`src/cpuTypesPkg.sv`:
```
package cpuTypesPkg;

	// ------------------------------
	// Datapath widths
	// ------------------------------
	localparam int DataWidth = 8;
	localparam int AddrWidth = 16;	// Fixed by the instruction set
	localparam int RegIdxWidth = 3;

	typedef logic [DataWidth-1:0] dataT;
	typedef logic [AddrWidth-1:0] addrT;
	typedef logic [RegIdxWidth-1:0] regIdxT;

	// ------------------------------
	// Register operand codes
	// ------------------------------
	// Same encoding as the r and r' fields of the opcode
	localparam regIdxT regB = 3'd0;
	localparam regIdxT regC = 3'd1;
	localparam regIdxT regD = 3'd2;
	localparam regIdxT regE = 3'd3;
	localparam regIdxT regH = 3'd4;
	localparam regIdxT regL = 3'd5;
	localparam regIdxT regHlMem = 3'd6;	// (HL) memory operand
	localparam regIdxT regA = 3'd7;

	// Opcode bits 5:3, destination or ALU operation
	function automatic regIdxT opY(dataT op);
		return op[5:3];
	endfunction

	// Opcode bits 2:0, source operand
	function automatic regIdxT opZ(dataT op);
		return op[2:0];
	endfunction

endpackage

```
`src/ucodePkg.sv`:
```
package ucodePkg;

	typedef enum logic [3:0]
	{
		uNop, uFetch, uReadImm, uReadHl, uWriteHl, uMove, uAlu,
		uInc16, uDec16, uLoadTmpLo, uLoadTmpHi, uJump, uJumpZ, uHalt
	} uCmdT;

	typedef logic [15:0] uopT;
	typedef logic [5:0] uPcT;

	// ------------------------------
	// Micro-op field layout
	// ------------------------------
	localparam int UopCmdLsb = 0;	// 4 bits
	localparam int UopRegLsb = 4;	// 3 bits
	localparam int UopEofBit = 7;
	localparam int UopSrcOpBit = 8;	// Register fields come from the opcode
	// Bits 15:9 stay zero

	function automatic uopT mkUop(uCmdT cmd, logic [2:0] regField, logic eof, logic srcOp);
		uopT u;
		u = '0;
		u[UopCmdLsb +: 4] = cmd;
		u[UopRegLsb +: 3] = regField;
		u[UopEofBit] = eof;
		u[UopSrcOpBit] = srcOp;
		return u;
	endfunction

	function automatic uCmdT uopCmd(uopT u);
		return uCmdT'(u[UopCmdLsb +: 4]);
	endfunction

	function automatic logic [2:0] uopReg(uopT u);
		return u[UopRegLsb +: 3];
	endfunction

	typedef enum logic [1:0] {stReset, stRun, stBusWait, stHalted} ctrlStateT;

	typedef enum logic [1:0] {aluAdd, aluAnd, aluXor, aluPass} aluOpT;

endpackage

```
`src/ucodeRom.sv`:
```
module ucodeRom
(
	input  ucodePkg::uPcT     uPc,
	input  cpuTypesPkg::dataT opcode,
	output ucodePkg::uopT     uop,
	output ucodePkg::uPcT     flowStart
);
	import cpuTypesPkg::*;
	import ucodePkg::*;

	// Flow entry points
	localparam uPcT FlowFetch = 6'd0;
	localparam uPcT FlowNop = 6'd1;
	localparam uPcT FlowHalt = 6'd2;
	localparam uPcT FlowLdImm = 6'd3;
	localparam uPcT FlowMove = 6'd4;
	localparam uPcT FlowLdRHl = 6'd5;
	localparam uPcT FlowLdHlR = 6'd6;
	localparam uPcT FlowAlu = 6'd7;
	localparam uPcT FlowInc16 = 6'd8;
	localparam uPcT FlowDec16 = 6'd9;
	localparam uPcT FlowJp = 6'd10;		// Three micro-ops
	localparam uPcT FlowJpZ = 6'd13;	// Three micro-ops

	// ------------------------------
	// Micro-op flows
	// ------------------------------
	always_comb
	begin
		case (uPc)
			FlowFetch:       uop = mkUop(uFetch, regA, 1'b0, 1'b0);
			FlowNop:         uop = mkUop(uNop, regA, 1'b1, 1'b0);
			FlowHalt:        uop = mkUop(uHalt, regA, 1'b1, 1'b0);
			FlowLdImm:       uop = mkUop(uReadImm, regA, 1'b1, 1'b1);
			FlowMove:        uop = mkUop(uMove, regA, 1'b1, 1'b1);
			FlowLdRHl:       uop = mkUop(uReadHl, regA, 1'b1, 1'b1);
			FlowLdHlR:       uop = mkUop(uWriteHl, regA, 1'b1, 1'b1);
			FlowAlu:         uop = mkUop(uAlu, regA, 1'b1, 1'b1);	// Result back to A
			FlowInc16:       uop = mkUop(uInc16, regH, 1'b1, 1'b0);
			FlowDec16:       uop = mkUop(uDec16, regH, 1'b1, 1'b0);
			FlowJp:          uop = mkUop(uLoadTmpLo, regA, 1'b0, 1'b0);
			FlowJp + 6'd1:   uop = mkUop(uLoadTmpHi, regA, 1'b0, 1'b0);
			FlowJp + 6'd2:   uop = mkUop(uJump, regA, 1'b1, 1'b0);
			FlowJpZ:         uop = mkUop(uLoadTmpLo, regA, 1'b0, 1'b0);
			FlowJpZ + 6'd1:  uop = mkUop(uLoadTmpHi, regA, 1'b0, 1'b0);
			FlowJpZ + 6'd2:  uop = mkUop(uJumpZ, regA, 1'b1, 1'b0);
			default:         uop = mkUop(uNop, regA, 1'b1, 1'b0);	// Stray address ends the flow
		endcase
	end

	// ------------------------------
	// Opcode map
	// ------------------------------
	always_comb
	begin
		flowStart = FlowNop;	// Unknown opcodes run as NOP
		casez (opcode)
			8'h00:       flowStart = FlowNop;
			8'h76:       flowStart = FlowHalt;
			8'b00???110:
			begin
				// LD (HL),n is not supported
				if (opY(opcode) != regHlMem)
					flowStart = FlowLdImm;
			end
			8'b01???110: flowStart = FlowLdRHl;
			8'b01110???: flowStart = FlowLdHlR;
			8'b01??????: flowStart = FlowMove;
			8'b10000???, 8'b10100???, 8'b10101???:
			begin
				if (opZ(opcode) != regHlMem)
					flowStart = FlowAlu;
			end
			8'h23:       flowStart = FlowInc16;
			8'h2B:       flowStart = FlowDec16;
			8'hC3:       flowStart = FlowJp;
			8'hCA:       flowStart = FlowJpZ;
			default:     flowStart = FlowNop;
		endcase
	end

endmodule

```
`src/cpuControl.sv`:
```
module cpuControl
#(
	parameter cpuTypesPkg::addrT ResetVector = 16'h0000
)
(
	input  logic                iClock,
	input  logic                rst,
	input  ucodePkg::uopT       uop,
	input  ucodePkg::uPcT       flowStart,
	input  logic                busDone,
	input  cpuTypesPkg::dataT   busRdData,
	input  cpuTypesPkg::dataT   rdDataA,
	input  cpuTypesPkg::dataT   rdDataB,
	input  cpuTypesPkg::addrT   hlValue,
	input  cpuTypesPkg::dataT   aluResult,
	input  logic                aluZero,
	input  cpuTypesPkg::addrT   wordResult,
	output ucodePkg::uPcT       uPc,
	output cpuTypesPkg::dataT   opcode,
	output logic                busStart,
	output logic                busWe,
	output cpuTypesPkg::addrT   busAddr,
	output cpuTypesPkg::dataT   busWrData,
	output cpuTypesPkg::regIdxT rdIdxA,
	output cpuTypesPkg::regIdxT rdIdxB,
	output logic                wrEn,
	output cpuTypesPkg::regIdxT wrIdx,
	output cpuTypesPkg::dataT   wrData,
	output logic                hlWrEn,
	output cpuTypesPkg::addrT   hlWrData,
	output ucodePkg::aluOpT     aluOp,
	output cpuTypesPkg::dataT   aluA,
	output cpuTypesPkg::dataT   aluB,
	output cpuTypesPkg::addrT   wordIn,
	output logic                wordDec,
	output logic                halted
);
	import cpuTypesPkg::*;
	import ucodePkg::*;

	ctrlStateT state;
	addrT pc;
	dataT opcodeReg;
	addrT jumpTarget;
	logic zeroFlag;

	uCmdT cmd;
	logic eof;
	logic srcOp;
	regIdxT srcIdx;
	regIdxT dstIdx;
	logic isBusOp;
	logic busFinish;	// Bus micro-op completes this cycle
	logic stepDone;		// Current micro-op retires this cycle
	logic fetchDone;

	// ------------------------------
	// Micro-op decode
	// ------------------------------
	assign cmd = uopCmd(uop);
	assign eof = uop[UopEofBit];
	assign srcOp = uop[UopSrcOpBit];
	assign srcIdx = srcOp ? opZ(opcodeReg) : uopReg(uop);
	assign dstIdx = (srcOp && cmd != uAlu) ? opY(opcodeReg) : uopReg(uop);	// ALU writes the field

	assign isBusOp = cmd inside {uFetch, uReadImm, uReadHl, uWriteHl, uLoadTmpLo, uLoadTmpHi};
	assign busFinish = (state == stBusWait) && busDone;
	assign stepDone = ((state == stRun) && !isBusOp && cmd != uHalt) || busFinish;
	assign fetchDone = busFinish && (cmd == uFetch);

	// Fresh opcode goes straight to the map, dispatch costs no cycle
	assign opcode = fetchDone ? busRdData : opcodeReg;

	assign busStart = (state == stRun) && isBusOp;
	assign busWe = (cmd == uWriteHl);
	assign busAddr = (cmd inside {uReadHl, uWriteHl}) ? hlValue : pc;
	assign busWrData = rdDataB;

	// Datapath controls
	assign rdIdxA = uopReg(uop);	// Accumulator for ALU ops
	assign rdIdxB = srcIdx;
	assign aluA = rdDataA;
	assign aluB = rdDataB;
	assign wrIdx = dstIdx;
	assign wrEn = ((state == stRun) && (cmd inside {uMove, uAlu}))
		|| (busFinish && (cmd inside {uReadImm, uReadHl}));
	assign wrData = (state == stBusWait) ? busRdData : aluResult;
	assign wordIn = hlValue;
	assign wordDec = (cmd == uDec16);
	assign hlWrEn = (state == stRun) && (cmd inside {uInc16, uDec16});
	assign hlWrData = wordResult;
	assign halted = (state == stHalted);

	always_comb
	begin
		aluOp = aluPass;	// LD r,r' passes operand B
		if (cmd == uAlu)
		begin
			case (opY(opcodeReg))
				3'b000:  aluOp = aluAdd;
				3'b100:  aluOp = aluAnd;
				3'b101:  aluOp = aluXor;
				default: aluOp = aluPass;
			endcase
		end
	end

	// ------------------------------
	// Sequencer
	// ------------------------------
	always_ff @(posedge iClock)
	begin
		if (rst)
		begin
			state <= stReset;
			uPc <= '0;
			pc <= ResetVector;
			opcodeReg <= '0;
			zeroFlag <= 1'b0;
		end
		else
		begin
			case (state)
				stReset: state <= stRun;
				stRun:
				begin
					if (cmd == uHalt)
						state <= stHalted;
					else if (isBusOp)
						state <= stBusWait;
				end
				stBusWait:
				begin
					if (busDone)
						state <= stRun;
				end
				default: state <= stHalted;	// Held until rst
			endcase

			if (stepDone)
			begin
				if (fetchDone)
					uPc <= flowStart;
				else if (eof)
					uPc <= '0;	// Back to fetch
				else
					uPc <= uPc + 1'b1;
			end

			if (busFinish && (cmd inside {uFetch, uReadImm, uLoadTmpLo, uLoadTmpHi}))
				pc <= pc + 1'b1;
			else if ((state == stRun) && (cmd == uJump || (cmd == uJumpZ && zeroFlag)))
				pc <= jumpTarget;

			if (fetchDone)
				opcodeReg <= busRdData;

			if ((state == stRun) && (cmd == uAlu))
				zeroFlag <= aluZero;
			else if (hlWrEn)
				zeroFlag <= (wordResult == '0);
		end
	end

	// Jump target, little endian operand
	always_ff @(posedge iClock)
	begin
		if (busFinish && cmd == uLoadTmpLo)
			jumpTarget[7:0] <= busRdData;
		if (busFinish && cmd == uLoadTmpHi)
			jumpTarget[15:8] <= busRdData;
	end

endmodule

```
`src/registerFile.sv`:
```
module registerFile
(
	input  logic                iClock,
	input  logic                rst,
	input  cpuTypesPkg::regIdxT rdIdxA,
	input  cpuTypesPkg::regIdxT rdIdxB,
	input  logic                wrEn,
	input  cpuTypesPkg::regIdxT wrIdx,
	input  cpuTypesPkg::dataT   wrData,
	input  logic                hlWrEn,
	input  cpuTypesPkg::addrT   hlWrData,
	output cpuTypesPkg::dataT   rdDataA,
	output cpuTypesPkg::dataT   rdDataB,
	output cpuTypesPkg::addrT   hlValue
);
	import cpuTypesPkg::*;

	localparam int NumRegs = 7;
	localparam int SlotA = 6;	// A takes the slot left free by (HL)

	dataT regs [NumRegs];

	function automatic int slotOf(regIdxT idx);
		return (idx == regA) ? SlotA : int'(idx);
	endfunction

	// ------------------------------
	// Read ports
	// ------------------------------
	// (HL) operands travel over the bus, so index 6 reads as zero
	assign rdDataA = (rdIdxA == regHlMem) ? '0 : regs[slotOf(rdIdxA)];
	assign rdDataB = (rdIdxB == regHlMem) ? '0 : regs[slotOf(rdIdxB)];
	assign hlValue = {regs[slotOf(regH)], regs[slotOf(regL)]};

	// ------------------------------
	// Write ports
	// ------------------------------
	always_ff @(posedge iClock)
	begin
		if (rst)
		begin
			for (int i = 0; i < NumRegs; i++)
				regs[i] <= '0;
		end
		else
		begin
			if (wrEn && wrIdx != regHlMem)
				regs[slotOf(wrIdx)] <= wrData;

			// Pair update for INC HL and DEC HL
			if (hlWrEn)
			begin
				regs[slotOf(regH)] <= hlWrData[15:8];
				regs[slotOf(regL)] <= hlWrData[7:0];
			end
		end
	end

endmodule

```
`src/aluUnit.sv`:
```
module aluUnit
(
	input  ucodePkg::aluOpT   aluOp,
	input  cpuTypesPkg::dataT aluA,
	input  cpuTypesPkg::dataT aluB,
	input  cpuTypesPkg::addrT wordIn,
	input  logic              wordDec,
	output cpuTypesPkg::dataT aluResult,
	output logic              aluZero,
	output cpuTypesPkg::addrT wordResult,
	output logic              wordZero
);
	import ucodePkg::*;

	// ------------------------------
	// Byte operations
	// ------------------------------
	always_comb
	begin
		case (aluOp)
			aluAdd:  aluResult = aluA + aluB;	// Carry out is dropped
			aluAnd:  aluResult = aluA & aluB;
			aluXor:  aluResult = aluA ^ aluB;
			default: aluResult = aluB;		// Pass
		endcase
	end

	assign aluZero = (aluResult == '0);

	// ------------------------------
	// Word operations
	// ------------------------------
	// Wraps at both ends of the 16-bit range
	assign wordResult = wordDec ? (wordIn - 1'b1) : (wordIn + 1'b1);
	assign wordZero = (wordResult == '0);

endmodule

```
`src/memBusPort.sv`:
```
module memBusPort
(
	input  logic              iClock,
	input  logic              rst,
	input  logic              busStart,
	input  logic              busWe,
	input  cpuTypesPkg::addrT busAddr,
	input  cpuTypesPkg::dataT busWrData,
	input  logic              memAck,
	input  cpuTypesPkg::dataT memRdData,
	output logic              busDone,
	output cpuTypesPkg::dataT busRdData,
	output logic              memReq,
	output logic              memWe,
	output cpuTypesPkg::addrT memAddr,
	output cpuTypesPkg::dataT memWrData
);
	typedef enum logic [1:0] {busIdle, busRequest, busRelease} busStateT;

	busStateT state;

	// Four-phase handshake
	always_ff @(posedge iClock)
	begin
		if (rst)
		begin
			state <= busIdle;
			memReq <= 1'b0;
			memWe <= 1'b0;
			busDone <= 1'b0;
		end
		else
		begin
			busDone <= 1'b0;
			case (state)
				busIdle:
				begin
					if (busStart)
					begin
						memReq <= 1'b1;
						memWe <= busWe;
						state <= busRequest;
					end
				end
				busRequest:
				begin
					if (memAck)
					begin
						memReq <= 1'b0;
						memWe <= 1'b0;
						state <= busRelease;
					end
				end
				busRelease:
				begin
					if (!memAck)
					begin
						busDone <= 1'b1;	// Memory has let go of ack
						state <= busIdle;
					end
				end
				default: state <= busIdle;
			endcase
		end
	end

	// Request fields and captured read byte
	always_ff @(posedge iClock)
	begin
		if (state == busIdle && busStart)
		begin
			memAddr <= busAddr;
			memWrData <= busWrData;
		end
		if (state == busRequest && memAck)
			busRdData <= memRdData;
	end

endmodule

```
`src/cpuCore.sv`:
```
module cpuCore
#(
	parameter cpuTypesPkg::addrT ResetVector = 16'h0000
)
(
	input  logic              iClock,
	input  logic              rst,
	output logic              memReq,
	output logic              memWe,
	output cpuTypesPkg::addrT memAddr,
	output cpuTypesPkg::dataT memWrData,
	input  logic              memAck,
	input  cpuTypesPkg::dataT memRdData,
	output logic              halted
);
	import cpuTypesPkg::*;
	import ucodePkg::*;

	// ------------------------------
	// Internal nets
	// ------------------------------
	uopT uop;
	uPcT uPc;
	uPcT flowStart;
	dataT opcode;
	logic busStart;
	logic busWe;
	logic busDone;
	addrT busAddr;
	dataT busWrData;
	dataT busRdData;
	regIdxT rdIdxA;
	regIdxT rdIdxB;
	regIdxT wrIdx;
	logic wrEn;
	dataT wrData;
	dataT rdDataA;
	dataT rdDataB;
	logic hlWrEn;
	addrT hlWrData;
	addrT hlValue;
	aluOpT aluOp;
	dataT aluA;
	dataT aluB;
	dataT aluResult;
	logic aluZero;
	addrT wordIn;
	logic wordDec;
	addrT wordResult;

	cpuControl #(.ResetVector(ResetVector)) u_cpuControl (.*);

	registerFile u_registerFile (.*);

	aluUnit u_aluUnit (.wordZero(), .*);	// Control tests the word result itself

	ucodeRom u_ucodeRom (.*);

	memBusPort u_memBusPort (.*);

endmodule

```
`config.mk`:
```
export PLATFORM = sky130hd
export DESIGN_NAME = cpuCore
export DESIGN_NICKNAME = d
export VERILOG_FILES = /design/src/cpuTypesPkg.sv /design/src/ucodePkg.sv /design/src/ucodeRom.sv /design/src/cpuControl.sv /design/src/registerFile.sv /design/src/aluUnit.sv /design/src/memBusPort.sv /design/src/cpuCore.sv
export SDC_FILE = /design/constraint.sdc
export NUM_CORES = 1
export LEC_CHECK = 0
export BUFFER_PORTS_ARGS = -buffer_cell sky130_fd_sc_hd__buf_2
export CAP_MARGIN = 20
export CORE_ASPECT_RATIO = 2
export CORE_MARGIN = 8
export CORE_UTILIZATION = 60
export DETAILED_ROUTE_END_ITERATION = 6
export GPL_TIMING_DRIVEN = 0
export PLACE_DENSITY = 0.78
export SLEW_MARGIN = 25
export SYNTH_ARGS = -nofsm -noshare
export SYNTH_HDL_FRONTEND = slang
export SYNTH_SLANG_ARGS = --single-unit
```
`constraint.sdc`:
```
create_clock -name iClock -period 4.4 [get_ports iClock]
set_input_delay 0.88 -clock iClock [delete_from_list [all_inputs] [get_ports iClock]]
set_output_delay 0.88 -clock iClock [all_outputs]
set_load 0.02 [all_outputs]
```
# Word level (Yosys, flattened, before mapping)
# Memories as Yosys holds them, arrays and structs flattened. A register that Yosys moved wholly into a read port is not among the register bits.
# Cells that the tools add are included.
[op_classes] n_bitwise=5 shift=0 mul=0 n_reduce_logical=45 addsub=5 div=0 eq_ne=49 mux=56 n_lt_le_gt_ge=0
[ops] operator="$mux 16" n=4
[ops] operator="$mux 8" n=7
[ops] operator="$pmux 6 s6" n=1
[ops] operator="$add 16x1->16 const B" n=2
[ops] operator="$eq 4x4->1 const B" n=6
[ops] operator="$mux 6" n=4
[ops] operator="$pmux 8 s3" n=1
[ops] operator="$eq 3x3->1 const B" n=7
[ops] operator="$mux 3" n=7
[ops] operator="$logic_and 1x1->1" n=18
[ops] operator="$pmux 2 s3" n=3
[ops] operator="$pmux 6 s3" n=1
[ops] operator="$eq 4x3->1 const B" n=4
[ops] operator="$eq 8x6->1 const B" n=2
[ops] operator="$eq 8x8->1 const B" n=2
[ops] operator="$logic_not 16->1" n=1
[ops] operator="$logic_not 8->1" n=2
[ops] operator="$mux 2" n=8
[ops] operator="$sub 16x1->16 const B" n=1
[ops] operator="$eq 5x5->1 const B" n=3
[ops] operator="$mux 1" n=15
[ops] operator="$reduce_bool 2->1" n=7
[ops] operator="$eq 5x4->1 const B" n=2
[ops] operator="$mux 9" n=1
[ops] operator="31 further kinds" n=51
[word_totals] romBits=128 latchBits=0 register_bits=86 wordCells=176 mem_count=2 input_bits=11 mem_bits_rw=56
[mem_list] name="(name not given)" depth=16 word_bits=8 read_ports=1 rd_clocked_by_memory_dff=1 wr=0 line="ucodeRom.sv:30" source="case (uPc)"
[mem_list] name="u_registerFile.regs" depth=7 word_bits=8 read_ports=4 rd_clocked_by_memory_dff=0 wr=7 line="registerFile.sv:21" source="dataT regs [NumRegs];"

# Longest topological paths before layout
# Gate-level depths: netlist of the first run.
[logic_depth] depth_word=14 depth_mapped=19 mapped_depth_nobuf=17

# Hierarchy
# A second synthesis of the first run with hierarchy kept.
[unflattened] hier_cells=902 hier_area_um2=9631.7
[by_module_without_submodules] module="cpuControl" seq_area_each_um2=1141.1 n_inst=1 area_each_um2=3420.8 cells_each=352
[by_module_without_submodules] module="registerFile" seq_area_each_um2=1681.6 n_inst=1 area_each_um2=3194.3 cells_each=251
[by_module_without_submodules] module="aluUnit" seq_area_each_um2=0.0 n_inst=1 area_each_um2=1278.7 cells_each=163
[by_module_without_submodules] module="memBusPort" seq_area_each_um2=1061.0 n_inst=1 area_each_um2=1183.6 cells_each=53
[by_module_without_submodules] module="ucodeRom" seq_area_each_um2=0.0 n_inst=1 area_each_um2=554.3 cells_each=83

# Worst setup path after synthesis of the first run
# OpenSTA, ideal clock, no wires.
[synth_timing] path_kind="flip-flop to flip-flop" startpoint="register u_cpuControl.opcodeReg[0]" endpoint="memory u_registerFile.regs[5][6] (netlist bit), data pin" stages_incl_launch_ff=18 setup_time_ns=0.271 path_slack_ns=0.647 arrival_time_ns=3.482 cell_sequence="dfxtp_1 buf_2 and2_0 nand3_1 mux2_2 o21ai_0 a21oi_1 ha_1 inv_1 fa_1 nand2b_1 a21oi_1 and3_1 a311o_1 o2bb2ai_1 o32a_1 mux2i_4 o22ai_1"
[synth_rtl] element="start, declared" line="cpuControl.sv:43" source="dataT opcodeReg;"
[synth_rtl] element="start signal, assigned" line="cpuControl.sv:156" source="opcodeReg <= busRdData;"
[synth_rtl] element="end, declared" line="registerFile.sv:21"

==> results, run 1 <==
- The post-placement cell area is 9020 um^2.
- The number of global-route vias before repair is 7,105.
- Counting instances, the worst hold path has a depth of 2.
- Setup violations remaining at the end of the flow were counted as 0.
- The number of nets in the synthesized netlist is 898.
- The overall fraction of global-route tracks in use is 26.8%.
- The number of flops mapped to enable cells by yosys is 104.
- The buffer levels on the longest clock path is 2.
- The final cycle utilization of the critical path is 95.6%.
- Based on the critical path, the design can be clocked at up to 238 MHz.
- The smallest hold slack is 0.483 ns.
- For the final routed database, the setup TNS stands at 0 ns.
- The count of vias placed by the detailed router is 7,347.
- The power per cell area is 352 nW/um^2.
- The total wire length after detailed routing is 24.2 mm.
- The number of nets with antenna violations after routing is 0.
- The max-slew violation count is 0.
- The layout has 1,129 filler cells.
- The hold buffer count at cts is 0.
- The area of all placed cells without fillers is 9770 um^2.
- After layout, the worst setup slack is 0.195 ns.
- IR analysis of the VDD net gives a maximum drop of 0.329 mV.
- The share of final-layout standard cells stronger than drive strength 1 is 17.6%.
- In this run the tightest slew margin relative to its limit is 33.5%.
- Clock tree synthesis found a total of 149 sinks.
- The floorplan has 62 rows.
- Ranked by total cell area, the synthesized netlist is headed by edfxtp_1 (36%), dfxtp_1 (11%), mux2_2 (4.3%).
- The slew at the pin closest to its max-slew limit is 0.992 ns.
- Setup repair after global routing left no endpoint under its margin.
- The number of buffers created by CTS is 17.
- The final layout contains 959 nets.
- The run finished with clean final reports.
- The path class of the tightest hold or removal check is flip-flop to flip-flop.
- The worst setup path is launched from a flip-flop.
- The number of cells on the worst reg-to-reg path is 18.
- The die is 185 um tall.
- Setup slack on the worst reg-to-reg path comes out at 0.19 ns.
- Sequential elements use 47.0% of the synthesized area.
- The initial cell density of the core is 60.6%.
- The maximum number of pins on one net before global-route repair is 17.
- For this design the top-level I/O count stands at 38.
- The static leakage power is 3.80 nW.
- The die covers 18,600 um^2.
- The routability congestion estimate from global placement is 0.973.
- The total congestion overflow is 0.
- Synthesis inferred 149 register bits.
- The detailed-route wire length per cell is 21.6 um.
- The most used flip-flop cell after synthesis is edfxtp_1.
- The ratio of routed vias to standard cells is 6.54.
- For this run, design rule violations remaining after detail routing come to 0.
- The later pin in the worst-skew pair is clocked with a latency of 0.44 ns.
- The H-tree depth is 4.
- The first global-routing pass estimated 37.6 mm of wire.
- STA classifies the critical path endpoint as a flip-flop.
- Relative to the synthesized area, the layout overhead comes to 14.2%.
- After clock tree synthesis, the clock-pin slew on the worst setup and hold paths is 0.06 ns.
- Of all cell types, the one taking the most synthesized area is edfxtp_1.
- The endpoint arrival time on the critical path is 4.38 ns.
- The worst slack at placement is -0.674 ns.
- After the first detailed-routing iteration, the DRC count stood at 626.
- The critical path start-end classification is flip-flop to flip-flop.
- 0 antenna diodes ended up in the layout.
- Synthesis produced a netlist whose cell count is 858.
- The core footprint is 14,100 um^2.
- The clock skew after layout is 0.00954 ns.
- Subtracting the final worst setup slack from the clock period gives 4.21 ns.
- The count of cell types in the netlist is 86.
- The initial antenna violation count was 0.
- The first-pass iteration count of the detailed router is 7.
- The fraction of synthesis flops using an asynchronous set or reset pin is 0%.
- Averaged over all synthesized cells, the footprint is 9.97 um^2.
- The synthesis warning total is 0.
- Detailed placement finished with a half-perimeter wire length of 17.5 mm.
- The hold violation total from the final report is 0.
- The die is 100 um wide.
- STA puts the critical path data required time at 4.57 ns.
- The share of Yosys cell area claimed by the top area cell type is 36.5%.
- TritonCTS built the clock tree.
- Max-cap violations in this run came to 0.
- The highest fanout seen on the critical path is 10.
- The CTS root buffer is clkbuf_16.
- The count of buffers inserted at the top-level ports is 37.
- In this run the cell area of the synthesized design comes to 8560 um^2.
==> sequential cells by signal, indices dropped and copies added, names as in the netlist, named ones only <==
| name | count |
|---|---|
| u_registerFile.regs | 56 |
| u_cpuControl.jumpTarget | 16 |
| u_cpuControl.pc | 16 |
| u_memBusPort.memReq | 1 |
| u_cpuControl.uPc | 6 |
| u_memBusPort.busRdData | 8 |
| u_cpuControl.opcodeReg | 8 |
| u_cpuControl.state | 2 |
| u_memBusPort.busDone | 1 |
| u_memBusPort.state | 2 |
| u_memBusPort.memAddr | 16 |
| u_cpuControl.zeroFlag | 1 |
| u_memBusPort.memWe | 1 |
| u_memBusPort.memWrData | 8 |
==> final cells by class <==
class                      count  area, um^2  share of cell area [%]
buffer                        35         176                    1.81
clock buffer                  18         439                    4.49
clock inverter                14         199                    2.04
inverter                      25        93.8                   0.960
multi-input combinational    648        4370                    44.7
sequential                   149        4020                    41.2
tap                          192         240                    2.46
timing repair buffer          43         234                    2.39
==> critical path: stages (launching register included) <==
cell       delay, ns
dfxtp_1         0.41
nor2_4          0.20
buf_4           0.22
nand3_2         0.15
mux2_2          0.26
o21ai_1         0.12
a21oi_2         0.23
ha_2            0.25
inv_1           0.06
fa_1            0.37
nand2b_1        0.20
a21oi_2         0.19
and3_1          0.18
a311o_1         0.18
o2bb2ai_1       0.09
o32a_1          0.40
mux2i_4         0.16
buf_4           0.16
o22ai_1         0.08
==> cells in the final DEF (no fill, tap or decap), types with 7 or more instances in the layout <==
cell and n:
a211oi_1 11, a21o_1 13, a21oi_1 48, a31oi_1 8
and3_1 19, buf_2 45, buf_4 10, clkbuf_1 15
clkbuf_16 17, dfxtp_1 45, edfxtp_1 104, ha_1 26
inv_1 24, mux2_2 33, mux2i_1 25, nand2_1 83
nand2b_1 15, nand3_1 25, nor2_1 96, nor2b_1 9
nor3_1 21, o21a_1 7, o21ai_0 30, o22ai_1 21
xnor2_1 11, xor2_1 8
==> worst paths after layout <==
check                                                     startpoint                                   end
worst min register to register  u_cpuControl.opcodeReg[7]$_SDFF_PP0_  u_cpuControl.opcodeReg[7]$_SDFF_PP0_
worst max register to register      u_cpuControl.uPc[4]$_SDFFE_PP0N_   u_registerFile.regs[5][6]$_DFFE_PP_
worst max-delay path                u_cpuControl.uPc[4]$_SDFFE_PP0N_   u_registerFile.regs[5][6]$_DFFE_PP_
worst min-delay path            u_cpuControl.opcodeReg[7]$_SDFF_PP0_  u_cpuControl.opcodeReg[7]$_SDFF_PP0_
==> Yosys cell counts (11+ instances only) <==
master    instances
nor3_1           23
nand2_1          84
nand2b_1         15
dfxtp_1          45
mux2_2           33
o22ai_1          21
nor2_1           98
nand3_1          26
and3_1           19
a21oi_1          53
ha_1             27
a211oi_1         12
mux2i_1          27
inv_1            24
a21o_1           13
o21ai_0          31
clkbuf_1         17
edfxtp_1        104
xnor2_1          11
buf_2            11
==> per-layer routing <==
metal | global-route usage [%] | part of all wire, % | routed length [um] | vias to the layer above
li1 | - | - | - | 3335
met1 | 29.7 | 37 | 8910 | 3497
met2 | 45.5 | 50 | 12100 | 412
met3 | 5.08 | 7.4 | 1790 | 103
met4 | 18.1 | 6.0 | 1450 | 0
met5 | 0 | 0 | 0 | -
==> cell families (layout without fill, tap and decap cells) <==
group	Yosys count	after routing	synth area share, %
compound gates	208	208	16.4
xor+xnor	19	19	1.94
fa+ha+maj	30	30	4.53
buf+inv	61	135	3.10
flops	149	149	47.0
mux	62	62	8.03
simple gates	329	329	19.0
==> power by group <==
part	total [mW]	internal, mW	switching (mW)	leakage, nW
clock network	1.58	0.970	0.608	0.308
registers	1.59	1.55	0.0368	1.39
logic	0.278	0.0927	0.185	2.11
==> per-stage QoR <==
stage,instances,total power [mW],util (%)
floorplan,858,1.77,-
global placement,1087,1.87,63.6
detailed placement,1090,1.88,63.9
CTS,1124,3.44,68.9
global route,1124,3.52,69.2
finish,1124,3.44,69.2
==> timing repair <==
item | in CTS | in global routing
endpoints found under the setup margin | 45 | 37
setup buffers | 2 | 1
resized for setup | 14 | 14
pin swaps | 1 | 1
Note: power is estimated with default switching activity, not from simulation.
==> run 2, diff against run 1 <==
ABC_AREA = 1   (was not set)
MAX_ROUTING_LAYER = met4   (was not set)
==> run 2 against run 1 <==
Against the previous run:
- power increased by 67%
- worst setup slack improved by 0.056 ns
- maximum frequency increased by 1.4%
- critical path type unchanged
- largest cell class unchanged
- largest power group is now combinational cells
==> results, run 2 <==
- The cell row count is 62.
- The number of hold buffers added after CTS was 0.
- The width of the die is 101 um.
- The H-tree depth is 4.
- The flip-flop count of the largest register after layout is 56.
- The static leakage power is 4.15 nW.
- The power per cell area is 587 nW/um^2.
- 38 I/O pins were placed.
- The number of global-route vias before repair came to 7,534.
- The netlist area before placement is 8680 um^2.
- The total congestion overflow is 0.
- 0 antenna diodes ended up in the layout.
- The first detailed-routing pass ran for 5 iterations.
- Measured along the y axis, the die boundary spans 186 um.
- The count of vias placed by the detailed router is 7,654.
- The count of mapped cells out of synthesis is 1,074.
- The worst slack at placement is -0.221 ns.
- The CTS root buffer is clkbuf_16.
- The routability congestion estimate from global placement is 0.973.
- STA classifies the critical path startpoint as a flip-flop.
- The region available for standard cell placement spans 14,300 um^2.
- Leaving out fill and tap cells, the most frequent cell in the layout is nand2_1.
- The most frequent cell after synthesis is nand2_1.
- After synthesis the netlist holds a flip-flop and latch count of 149.
- For the worst setup path, the data required time is 4.54 ns.
- The highest fanout seen on the critical path is 10.
- For the final database, setup skew stands at 0.0120 ns.
- Leaving out fill and tap cells, the most frequent cells in the layout are nand2_1 (250), inv_1 (132), nor2_1 (119).
- By area the synthesized netlist is led by edfxtp_1 (36%), nand2_1 (11%), dfxtp_1 (10%).
- The total wire length after detailed routing is 25.4 mm.
- The full die area is 18,800 um^2.
- The sequential cell area fraction in the yosys report is 46.4%.
- The post-placement cell area is 9150 um^2.
- The count of buffers added on input and output ports is 37.
- The clock reaches the later pin of the worst-skew pair after 0.44 ns.
- Compared with the post-synthesis result, the final layout area differs by 12.9%.
- Measured against its own limit, the worst slew margin works out to 26.5%.
- After the first detailed-routing iteration, the DRC count stood at 510.
- Clock tree synthesis found a total of 149 sinks.
- The run finished with clean final reports.
- After routing, the total negative slack on setup checks comes to 0 ns.
- Ranked by instance count, the synthesized netlist is headed by nand2_1 (251), inv_1 (133), nor2_1 (120).
- The initial antenna violation count is 0.
- During synthesis, Yosys emitted a total of 0 warnings.
- The share of final-layout standard cells stronger than drive strength 1 is 12.9%.
- The post-DP HPWL is 19.8 mm.
- The buffer levels on the longest clock path is 2.
- The fraction of synthesis flops using an asynchronous set or reset pin is 0%.
- In the final layout, the multi-input gates occupy 4050 um^2.
- VDD sags by at most 0.413 mV.
- The post-route minimum period is 4.15 ns.
- In this run, distinct cell masters in the synthesized netlist total 53.
- The finished cells cover 9800 um^2.
- The slew at the pin closest to its max-slew limit is 1.10 ns.
- In this run the remaining antenna-violating nets after routing total 0.
- The number of flops mapped to enable cells by yosys is 104.
- u_registerFile.regs holds more flip-flops than any other register.
- Entering global routing, the biggest net connects 18 pins.
- The critical path start-end classification is flip-flop to flip-flop.
- The path class of the tightest hold or removal check is flip-flop to flip-flop.
- Dividing the detail-routed wire length by the instance count gives 19.0 um.
- Static timing analysis puts the maximum clock frequency at 241 MHz.
- After layout, the worst setup slack is 0.251 ns.
- The max-cap check violation count is 0.
- The completed layout was analyzed and its total power is 5.75 mW.
- The top cell type by total area after synthesis is edfxtp_1.
- Setup violations remaining at the end of the flow were counted as 0.
- TritonCTS built the clock tree.
- The share of Yosys cell area claimed by the top area cell type is 36.0%.
- After filler insertion, the fill cell instance count of the layout stands at 1,220.
- The hold violation total from the final report came to 0.
- The mean post-synth cell area is 8.08 um^2.
- Clock-pin slew was measured on the worst setup and hold paths at 0.07 ns.
- For this configuration, the core starts out at a cell density of 60.8%.
- The max-slew violation count was 0.
- The critical path capture point type is a flip-flop.
- The worst path uses 94.3% of the clock period.
- Dividing the detail-routed via count by the number of cells gives 5.71.
- The number of nets in the synthesized netlist is 1,114.
- The first global-routing pass estimated 39.7 mm of wire.
- Global routing used 29.3% of the available tracks across all layers.
- In the routed design, unresolved DRC markers number 0.
- In this run, CTS created clock tree buffers numbering 17.
- Data arrives at the worst endpoint at 4.28 ns.
- The sequential cell area is 4030 um^2.
- Among all flip-flop cells after synthesis, the most frequent one is edfxtp_1.
- For this run, the post-layout net count is 1,176.
-- run 2: cell types whose count changed in the layout (fill, tap and decap cells not counted), moves of 9 or more --
cell      delta
o21ai_0     +29
nand2_2      +9
mux2_2      -33
nor2b_1      -9
a21o_1      -12
nand2b_1    -15
mux2i_1     -25
nor2_1      +23
nand2_1    +167
nand3_1     +49
a21oi_1     +14
and3_1      -19
inv_1      +108
-- run 2: cell families after synthesis --
group | share of synthesized area, %
AO/OA/AOI/OAI | 13.1
buffers and inverters | 7.51
XOR/XNOR | 2.02
adder cells (fa/ha/maj) | 4.35
flip-flops | 46.4
AND/OR/NAND/NOR | 26.6
-- run 2: cell type report --
type / instances / share of cell area, %
sequential: 149 / 41.1
clock buffer: 18 / 4.59
clock inverter: 14 / 1.54
tap: 192 / 2.45
buffer: 20 / 1.12
timing repair buffer: 43 / 2.27
multi-input combinational: 760 / 41.3
inverter: 145 / 5.65
-- run 2: layer usage --
| layer | share of wire [%] | global-route usage (%) | wire length, um |
|---|---|---|---|
| met5 | 0 | - | 0 |
| met1 | 33 | 26.5 | 8370 |
| met2 | 53 | 53.0 | 13600 |
| met4 | 8.4 | 22.8 | 2130 |
| met3 | 5.4 | 4.20 | 1370 |
-- run 2: worst max-delay path, stage by stage (launching register included) --
cell and delay, ns:
dfxtp_2 0.35, nor2_8 0.20, nand3_1 0.21, nand3_2 0.22, nand2_1 0.14, clkbuf_4 0.22
nand2_1 0.07, nand2_1 0.10, nand2_1 0.10, nand2_1 0.05, nand2_1 0.11, inv_1 0.07
ha_1 0.41, nand2_1 0.10, nand2_1 0.07, a31oi_1 0.18, xor2_1 0.17, nor2_1 0.06
nor2_1 0.13, nand3_1 0.09, o21ai_1 0.58, o22ai_1 0.19
-- run 2: worst paths after layout --
kind,from,to,slack [ns],cells after the start
max reg2reg,u_cpuControl.uPc[5]$_SDFFE_PP0N_,u_registerFile.regs[4][3]$_DFFE_PP_,0.25,21
max,u_cpuControl.uPc[5]$_SDFFE_PP0N_,u_registerFile.regs[4][3]$_DFFE_PP_,0.25,21
min,u_memBusPort.memReq$_SDFFE_PP0P_,u_memBusPort.memReq$_SDFFE_PP0P_,0.47,2
min reg2reg,u_memBusPort.memReq$_SDFFE_PP0P_,u_memBusPort.memReq$_SDFFE_PP0P_,0.47,2
-- run 2: what timing repair did --
action / CTS / global route
endpoints found under the setup margin: 14 / 35
pin swaps: 0 / 3
gates resized for setup: 4 / 15
buffers inserted: 0 / 2
-- run 2: metrics by stage --
step | utilization [%] | hold WS (ns) | cells
final | 68.7 | 0.467 | 1341
after detailed placement | 64.1 | 0.458 | 1307
after global routing | 68.7 | 0.510 | 1341
after CTS | 68.3 | 0.470 | 1339
after global placement | 63.8 | 0.453 | 1303
after floorplan | - | 0.445 | 1074
-- run 2: power by group --
group | switching [mW] | internal (mW) | total [mW]
Combinational | 1.71 | 0.677 | 2.39
Clock | 0.673 | 0.792 | 1.47
Sequential | 0.122 | 1.78 | 1.90
